===== src/logic/cart_macros.svh =====
// Cartridge loader constants
`ifndef CART_MACROS_SVH
`define CART_MACROS_SVH

// Download bus widths
`define CART_ADDR_W 25
`define CART_DATA_W 16

// Product code, eight ASCII characters
`define CART_ID_W 64

//////////////////////////////
// Header byte offsets
//////////////////////////////
`define HDR_ID_FIRST 25'h182 // First word of the product code
`define HDR_ID_LAST 25'h18C // Code complete, lookup fires here
`define HDR_REGION_A 25'h1F0
`define HDR_REGION_B 25'h1F2
`define HDR_DONE 25'h200 // End of the header

//////////////////////////////
// Light gun
//////////////////////////////
`define GUN_DELAY_W 8
`define GUN_DELAY_DEFAULT 8'd44

`endif


===== src/logic/cart_pkg.sv =====
// Cartridge loader types
package cart_pkg;

	// Console region, matches the menu encoding
	typedef enum logic [1:0] {
		JP = 2'd0,
		US = 2'd1,
		EU = 2'd2
	} region_e;

	// Region priority when the header lists several
	typedef enum logic [1:0] {
		US_EU_JP = 2'd0,
		EU_US_JP = 2'd1,
		US_JP_EU = 2'd2,
		JP_US_EU = 2'd3
	} region_prio_e;

	// Source of the automatic region choice
	typedef enum logic [1:0] {
		FILE_EXT = 2'd0,
		HEADER   = 2'd1,
		DISABLED = 2'd2
	} auto_region_e;

	// Per-cartridge compatibility flags
	typedef struct packed {
		logic sram;
		logic eeprom;
		logic noram;  // Fake RAM check
		logic fifo;
		logic pier;
		logic svp;    // Virtua Racing DSP
		logic fmbusy;
		logic schan;
	} quirk_t;

endpackage


===== src/logic/cart_dl_if.sv =====
// Download write bus
`timescale 1ns/1ps
`include "cart_macros.svh"

interface cart_dl_if;
	logic                    download; // Level, high for the whole file
	logic                    wr;       // One-cycle write strobe
	logic [`CART_ADDR_W-1:0] addr;     // Byte address of the word
	logic [`CART_DATA_W-1:0] data;

	modport src (
		output download,
		output wr,
		output addr,
		output data
	);

	modport snk (
		input download,
		input wr,
		input addr,
		input data
	);
endinterface


===== src/logic/rom_write_tracker.sv =====
// ROM write handshake
`timescale 1ns/1ps
`include "cart_macros.svh"

module rom_write_tracker (
	input  logic                    clk_sys,
	input  logic                    RESET,
	cart_dl_if.snk                  dl,
	input  logic                    rom_ack,
	output logic                    rom_wr,
	output logic                    ioctl_wait,
	output logic [`CART_ADDR_W-1:0] rom_size
);

	logic                    download_q;
	logic [`CART_ADDR_W-1:0] last_addr;
	logic                    wr_en;
	logic                    dl_fall;

	assign wr_en   = dl.download & dl.wr;
	assign dl_fall = download_q & ~dl.download;

	// Toggle request, wait until storage echoes it back
	always_ff @(posedge clk_sys) begin
		if (RESET) begin
			download_q <= 1'b0;
			rom_wr     <= 1'b0;
			ioctl_wait <= 1'b0;
		end else begin
			download_q <= dl.download;
			if (wr_en) begin
				rom_wr     <= ~rom_wr;
				ioctl_wait <= 1'b1;
			end else if (ioctl_wait && (rom_ack == rom_wr)) begin
				ioctl_wait <= 1'b0; // Word stored
			end
		end
	end

	// Image size is the final word address
	always_ff @(posedge clk_sys) begin
		if (wr_en)
			last_addr <= dl.addr;
		if (dl_fall)
			rom_size <= last_addr;
	end

endmodule


===== src/logic/cart_header_scan.sv =====
// Cartridge header scanner
`timescale 1ns/1ps
`include "cart_macros.svh"

module cart_header_scan (
	input  logic                  clk_sys,
	input  logic                  RESET,
	cart_dl_if.snk                dl,
	output logic [`CART_ID_W-1:0] cart_id,
	output logic                  id_done,
	output logic                  hdr_j,
	output logic                  hdr_u,
	output logic                  hdr_e,
	output logic                  hdr_ready
);

	logic       download_q;
	logic       wr_en;
	logic [2:0] lo_flags;
	logic [2:0] hi_flags;

	// Region letter to {j, u, e}
	function automatic logic [2:0] letter_flags(input logic [7:0] c);
		logic [2:0] f;
		f = 3'b000;
		if (c == "J")
			f = 3'b100;
		else if (c == "U")
			f = 3'b010;
		else if (c >= "0" && c <= "Z")
			f = 3'b001; // Anything else counts as Europe
		return f;
	endfunction

	assign wr_en    = dl.download & dl.wr;
	assign lo_flags = letter_flags(dl.data[7:0]);
	assign hi_flags = letter_flags(dl.data[15:8]);

	always_ff @(posedge clk_sys) begin
		if (RESET) begin
			download_q <= 1'b0;
			id_done    <= 1'b0;
			hdr_ready  <= 1'b0;
			{hdr_j, hdr_u, hdr_e} <= 3'b000;
		end else begin
			download_q <= dl.download;
			id_done    <= wr_en && (dl.addr == `HDR_ID_LAST);
			if (~download_q & dl.download)
				{hdr_j, hdr_u, hdr_e} <= 3'b000; // New file
			else if (wr_en && dl.addr == `HDR_REGION_A)
				{hdr_j, hdr_u, hdr_e} <= {hdr_j, hdr_u, hdr_e} | lo_flags | hi_flags;
			else if (wr_en && dl.addr == `HDR_REGION_B)
				{hdr_j, hdr_u, hdr_e} <= {hdr_j, hdr_u, hdr_e} | lo_flags;
			if (download_q & ~dl.download)
				hdr_ready <= 1'b0;
			else if (wr_en && dl.addr == `HDR_DONE)
				hdr_ready <= 1'b1;
		end
	end

	// Product code, bytes swapped within each word
	always_ff @(posedge clk_sys) begin
		if (wr_en) begin
			case (dl.addr)
				`HDR_ID_FIRST:          cart_id[63:56] <= dl.data[15:8];
				`HDR_ID_FIRST + 25'd2:  cart_id[55:40] <= {dl.data[7:0], dl.data[15:8]};
				`HDR_ID_FIRST + 25'd4:  cart_id[39:24] <= {dl.data[7:0], dl.data[15:8]};
				`HDR_ID_FIRST + 25'd6:  cart_id[23:8]  <= {dl.data[7:0], dl.data[15:8]};
				`HDR_ID_FIRST + 25'd8:  cart_id[7:0]   <= dl.data[7:0];
				default: ;
			endcase
		end
	end

endmodule


===== src/logic/quirk_table.sv =====
// Product code quirk lookup
`timescale 1ns/1ps
`include "cart_macros.svh"

module quirk_table import cart_pkg::*; (
	input  logic                    clk_sys,
	input  logic                    RESET,
	input  logic                    download,
	input  logic [`CART_ID_W-1:0]   cart_id,
	input  logic                    id_done,
	output quirk_t                  quirks,
	output logic                    gun_type,
	output logic [`GUN_DELAY_W-1:0] gun_sensor_delay
);

	logic download_q;

	always_ff @(posedge clk_sys) begin
		if (RESET) begin
			download_q       <= 1'b0;
			quirks           <= '0;
			gun_type         <= 1'b0;
			gun_sensor_delay <= `GUN_DELAY_DEFAULT;
		end else begin
			download_q <= download;
			if (~download_q & download)
				quirks <= '0; // Drop the previous cartridge
			if (id_done) begin
				//////////////////////////////
				// Compatibility flags
				//////////////////////////////
				case (cart_id)
					"T-081276", "T-81406 ", "T-081586", "T-81576 ",
					"T-81476 ":
						quirks.sram <= 1'b1;
					"MK-1215 ", "G-4060  ", "00001211", "MK-1228 ",
					"G-5538  ", "00004076", "T-12046 ", "T-12053 ",
					"G-4524  ":
						quirks.eeprom <= 1'b1;
					"T-113016": quirks.noram <= 1'b1;
					"T-89016 ": quirks.fifo  <= 1'b1;
					"T-574023", "T-574013":
						quirks.pier <= 1'b1;
					"MK-1229 ", "G-7001  ":
						quirks.svp <= 1'b1;
					"T-35036 ", "T-25073 ", "MK-1137-":
						quirks.fmbusy <= 1'b1; // Hellfire, all regions
					"T-68???-": quirks.schan <= 1'b1;
					default: ;
				endcase

				//////////////////////////////
				// Light gun type and timing
				//////////////////////////////
				case (cart_id)
					"T-95096-": begin
						gun_type         <= 1'b1; // Justifier
						gun_sensor_delay <= 8'd52;
					end
					"T-95136-": begin
						gun_type         <= 1'b1;
						gun_sensor_delay <= 8'd30;
					end
					"MK-1533 ": begin
						gun_type         <= 1'b0;
						gun_sensor_delay <= 8'd100;
					end
					"MK-1658 ": begin
						gun_type         <= 1'b0;
						gun_sensor_delay <= 8'd120;
					end
					"T-081156": begin
						gun_type         <= 1'b0;
						gun_sensor_delay <= 8'd126;
					end
					default: begin
						gun_type         <= 1'b0; // Menacer
						gun_sensor_delay <= `GUN_DELAY_DEFAULT;
					end
				endcase
			end
		end
	end

endmodule


===== src/logic/region_select.sv =====
// Automatic region selection
`timescale 1ns/1ps

module region_select import cart_pkg::*; (
	input  logic         clk_sys,
	input  logic         RESET,
	input  logic         hdr_j,
	input  logic         hdr_u,
	input  logic         hdr_e,
	input  logic         hdr_ready,
	input  auto_region_e auto_mode,
	input  region_prio_e prio,
	input  logic [7:0]   file_index,
	output region_e      region_req,
	output logic         region_set
);

	logic [1:0] ready_q;  // Two-stage delay of hdr_ready
	logic [2:0] hdr_vec;  // Indexed by region_e
	region_e    first;
	region_e    second;
	region_e    third;
	region_e    chosen;

	assign hdr_vec = {hdr_e, hdr_u, hdr_j};

	// Search order for each priority setting
	always_comb begin
		case (prio)
			US_EU_JP: {first, second, third} = {US, EU, JP};
			EU_US_JP: {first, second, third} = {EU, US, JP};
			US_JP_EU: {first, second, third} = {US, JP, EU};
			default:  {first, second, third} = {JP, US, EU};
		endcase
		if (hdr_vec[first])
			chosen = first;
		else if (hdr_vec[second])
			chosen = second;
		else if (hdr_vec[third])
			chosen = third;
		else
			chosen = first; // No letters, take the preferred region
	end

	always_ff @(posedge clk_sys) begin
		if (RESET) begin
			ready_q    <= 2'b00;
			region_set <= 1'b0;
			region_req <= JP;
		end else begin
			ready_q <= {ready_q[0], hdr_ready};
			if (ready_q == 2'b01) begin
				if (auto_mode == HEADER) begin
					region_set <= 1'b1;
					region_req <= chosen;
				end else if (auto_mode == FILE_EXT) begin
					region_set <= |file_index;
					region_req <= region_e'(file_index[7:6]);
				end
			end
			if (ready_q == 2'b10)
				region_set <= 1'b0; // Header gone
		end
	end

endmodule


===== src/logic/cart_loader.sv =====
// Cartridge loader top
`timescale 1ns/1ps
`include "cart_macros.svh"

module cart_loader import cart_pkg::*; (
	input  logic                    clk_sys,
	input  logic                    RESET,
	input  logic                    download,
	input  logic                    wr,
	input  logic [`CART_ADDR_W-1:0] addr,
	input  logic [`CART_DATA_W-1:0] data,
	input  logic [7:0]              file_index,
	input  auto_region_e            auto_mode,
	input  region_prio_e            prio,
	input  logic                    rom_ack,
	output logic                    rom_wr,
	output logic                    ioctl_wait,
	output logic [`CART_ADDR_W-1:0] rom_size,
	output quirk_t                  quirks,
	output logic                    gun_type,
	output logic [`GUN_DELAY_W-1:0] gun_sensor_delay,
	output region_e                 region_req,
	output logic                    region_set
);

	logic [`CART_ID_W-1:0] cart_id;
	logic                  id_done;
	logic                  hdr_j;
	logic                  hdr_u;
	logic                  hdr_e;
	logic                  hdr_ready;

	// Download bus from the host side
	cart_dl_if dl ();

	assign dl.download = download;
	assign dl.wr       = wr;
	assign dl.addr     = addr;
	assign dl.data     = data;

	rom_write_tracker i_rom_write_tracker (
		.clk_sys    (clk_sys),
		.RESET      (RESET),
		.dl         (dl),
		.rom_ack    (rom_ack),
		.rom_wr     (rom_wr),
		.ioctl_wait (ioctl_wait),
		.rom_size   (rom_size)
	);

	cart_header_scan i_cart_header_scan (
		.clk_sys   (clk_sys),
		.RESET     (RESET),
		.dl        (dl),
		.cart_id   (cart_id),
		.id_done   (id_done),
		.hdr_j     (hdr_j),
		.hdr_u     (hdr_u),
		.hdr_e     (hdr_e),
		.hdr_ready (hdr_ready)
	);

	quirk_table i_quirk_table (
		.clk_sys          (clk_sys),
		.RESET            (RESET),
		.download         (download),
		.cart_id          (cart_id),
		.id_done          (id_done),
		.quirks           (quirks),
		.gun_type         (gun_type),
		.gun_sensor_delay (gun_sensor_delay)
	);

	region_select i_region_select (
		.clk_sys    (clk_sys),
		.RESET      (RESET),
		.hdr_j      (hdr_j),
		.hdr_u      (hdr_u),
		.hdr_e      (hdr_e),
		.hdr_ready  (hdr_ready),
		.auto_mode  (auto_mode),
		.prio       (prio),
		.file_index (file_index),
		.region_req (region_req),
		.region_set (region_set)
	);

endmodule


===== config.mk =====
export PLATFORM = sky130hd
export DESIGN_NAME = cart_loader
export DESIGN_NICKNAME = d
export VERILOG_FILES = /design/src/logic/cart_pkg.sv /design/src/logic/cart_dl_if.sv /design/src/logic/rom_write_tracker.sv /design/src/logic/cart_header_scan.sv /design/src/logic/quirk_table.sv /design/src/logic/region_select.sv /design/src/logic/cart_loader.sv
export VERILOG_INCLUDE_DIRS = /design/src /design/src/logic
export SDC_FILE = /design/constraint.sdc
export NUM_CORES = 1
export LEC_CHECK = 0
export ABC_CLOCK_PERIOD_IN_PS = 7200
export BUFFER_PORTS_ARGS = -buffer_cell sky130_fd_sc_hd__buf_2
export CORE_MARGIN = 10
export CORE_UTILIZATION = 35
export DETAILED_ROUTE_END_ITERATION = 6
export PLACE_DENSITY_LB_ADDON = 0.3
export SYNTH_ARGS = -nofsm -noshare
export SYNTH_HDL_FRONTEND = slang
export SYNTH_SLANG_ARGS = --single-unit

===== constraint.sdc =====
create_clock -name clk_sys -period 7.2 [get_ports clk_sys]
set_input_delay 0.36 -clock clk_sys [delete_from_list [all_inputs] [get_ports clk_sys]]
set_output_delay 0.36 -clock clk_sys [all_outputs]
set_load 0.02 [all_outputs]

==> metrics.md <==
| Metric | Value |
|---|---|
| Final setup viols | 0 |
| Row count | 47 |
| Final Hold Violating Endpoints | 0 |
| Hold-fix buffers, CTS | 0 |
| Antenna diodes | 0 |
| Setup Crit Path Kind | flip-flop to flip-flop |
| Clock Power Share | between 40% and 50% |
| Top Family by Delay on Critical Path | simple AND/OR/NAND/NOR gates |
| Post-Syn Area | 6000 um2 |
| Sw frac | between 20 and 25% |
| Final slew viol count | 0 |
| Setup_tns | 0 ps |
| Core area | about 17000 um2 |
| Hold slack final | between 100 and 150 ps |
| Crit. End Element | flip-flop |
| Layout cells sized above 1 | approximately 28% |
| Largest stage delay on the critical path | about 580 ps |
| Filler cells | 1564 |
| Outcome | finished clean |
| Unrepaired setup endpoints after global routing | no |
| I/O pin cnt | 105 |
| Slew margin rel. | approximately a third |
| Commonest non-fill, non-tap cell in the layout | edfxtp_1 |
| Startpoint types | flip-flop |
| Clock transition at path regs | 60 ps |
| Register area share after synthesis | approximately 66% |
| Routed len/inst | around 21 um |
| Clock Latency Late Sink | about 420 ps |
| Worst Tran Pin Value | 973 ps |
| Vias in the first global route | 4363 |
| Max FO, Critical Path | 4 |
| DRC errors left | 0 |
| Vias per cell | 5.36 |
| Post-cts sizing count | 0 |
| Antenna violations before repair | 0 |
| Worst hold path type | primary input to flip-flop |
| Die Span X | about 150 um |
| Die height | between 150 and 200 um |
| First-pass GRT wire length | about 26 mm |
| Ys Warns | 0 |
| Predominant post-synthesis flop cell | edfxtp_1 |
| Tcrit/Tclk final | a little over a third |
| Most frequent cells in the layout | 114 x edfxtp_1, 102 x buf_2, 31 x nor2_1, 28 x dfxtp_1, 24 x nand2_1 |
| Final antenna-violating net count | 0 |
| Async SR Flop Fraction | 0% |
| VDD IR max | 0.000158 V |
| Clk_skew | slightly above 9 ps |
| Layout Nets | between 600 and 700 |
| Detailed placer's ending HPWL | around 13 mm |
| FMAX | around 380 MHz |
| Setup bufs post-CTS | 0 |
| CTS root buf | clkbuf_16 |
| Longest Clk Path Bufs | 2 |
| Full die area | ~23000 um2 |
| Cell Pwr Density | between 200 and 300 nW/um2 |
| Avg Cell Area, Syn | about 13 um2 |
| Gate power share | under 10% |
| CTS tree | done |
| Synth Instances | between 400 and 500 |
| Total grt overflow | 0 |
| P&R area growth vs syn | 23.5% |
| Routed WL | roughly 17 mm |
| Gr usage total | 15.0% |
| Cts bufs inserted | 17 |
| Sequential share of power | between 40 and 50% |
| H-tree depth | 4 |
| Post-synthesis register bit count | between 100 and 150 |
| Psw | 389 uW |
| # clock sinks | between 100 and 150 |
| WP data arrival | around 2900 ps |
| Reg2Reg Setup Slack | between 4000 and 5000 ps |
| Area occupied by multi-input gates | approximately 1900 um2 |
| Max cap viols | 0 |
| Placer Congestion | between 0.9 and 1 |
| Largest net degree at the start of global routing | 27 |
| Starting DRC count in detailed routing | approximately 330 |
| Via count | 4312 |
| Number of I/O port buffers | between 100 and 150 |
| Required @ worst endpoint | approximately 7500 ps |
| Fin util | 44.4% |
| Pleak | ~0.0026 uW |
| EDFF count, synth | about 110 |
| Count of different cell masters after synthesis | between 60 and 70 |
| CP bufs+invs | 0 |
| Min Tclk post-route | ~2600 ps |
| Register area | roughly 4000 um2 |
| Initial Util | between 30% and 40% |
| Design Power | 1900 uW |
| Worst path cell trace | nor4b_1 > nor4b_2 > nand2_1 > o41ai_2 > nor2_1 > a211oi_1 |
| Internal Power | ~1500 uW |
| CP max stage cell | nor4b_2 |
| Pre-antenna DRT Iters | 7 |
## stage by stage
stage,cells,cell area (um2),setup slack [ps]
floorplan,457,6000,3820
global placement,772,6780,4560
detailed placement,772,6780,4460
CTS,804,7410,4680
global route,804,7410,4500
finish,804,7410,4600
## final timing paths
kind                                           from  cells past startpoint                                 to
hold reg to reg   i_rom_write_tracker.last_addr[14]                      0   i_rom_write_tracker.rom_size[14]
setup / recovery     i_cart_header_scan.cart_id[49]                      6  i_quirk_table.gun_sensor_delay[6]
setup reg to reg     i_cart_header_scan.cart_id[49]                      6  i_quirk_table.gun_sensor_delay[6]
hold / removal                             addr[11]                      1  i_rom_write_tracker.last_addr[11]
## flip-flops by register name (all words and copies together) (netlist names), 2 cells and up
name and count:
i_region_select.region_req 2, i_quirk_table.quirks 8, i_region_select.ready_q 2, i_rom_write_tracker.last_addr 25, i_quirk_table.gun_sensor_delay 6, i_rom_write_tracker.rom_size 25, i_cart_header_scan.cart_id 64
## synth_stat cells, drive strengths merged (6+ instances only)
library cell,n,area (um2)
nor4bb,8,80.1
nor3,20,100
clkbuf,7,26.3
nand4b,6,67.6
nand2,24,90.1
nor2,32,120
nand2b,7,43.8
nor3b,10,80.1
nor4,19,134
nand4,15,93.8
nor4b,11,118
nand3,22,110
nor2b,11,68.8
a21oi,18,90.1
o21ai,11,55.1
dfxtp,28,561
inv,9,33.8
edfxtp,114,3420
## power by group through the flow
stage / clock (uW) / sequential (uW) / combinational (uW)
4_1_cts: 947 / 907 / 63.4
5_1_grt: 983 / 908 / 68.8
2_1_floorplan: 0 / 930 / 18.1
6_report: 930 / 907 / 62.4
3_5_place_dp: 0 / 925 / 63.0
3_3_place_gp: 0 / 924 / 61.1
## per-layer routing
| layer | GRT usage [%] | up-vias | wire [um] |
|---|---|---|---|
| met2 | 24.9 | 141 | 8340 |
| met1 | 18.1 | 2108 | 7000 |
| li1 | - | 2039 | - |
| met5 | 0 | - | 0 |
| met4 | 5.97 | 0 | 318 |
| met3 | 4.18 | 24 | 1240 |
## area by class of cell
cell class / count / area share (%)
clock buffers: 17 / 5.74
clock inverters: 15 / 2.77
inverters: 9 / 0.456
multi-input cells: 294 / 26.2
flip-flops and latches: 142 / 53.8
well taps: 220 / 3.71
repair buffers: 107 / 7.40
## cell families after synthesis
group	Yosys count	share of synthesized area, %
simple gates	231	24.9
flops	142	66.4
compound gates	58	6.57
buf+inv	21	1.59
xor+xnor	3	0.438
other cells	1	0.0625
Note: power is estimated with default switching activity, not from simulation.
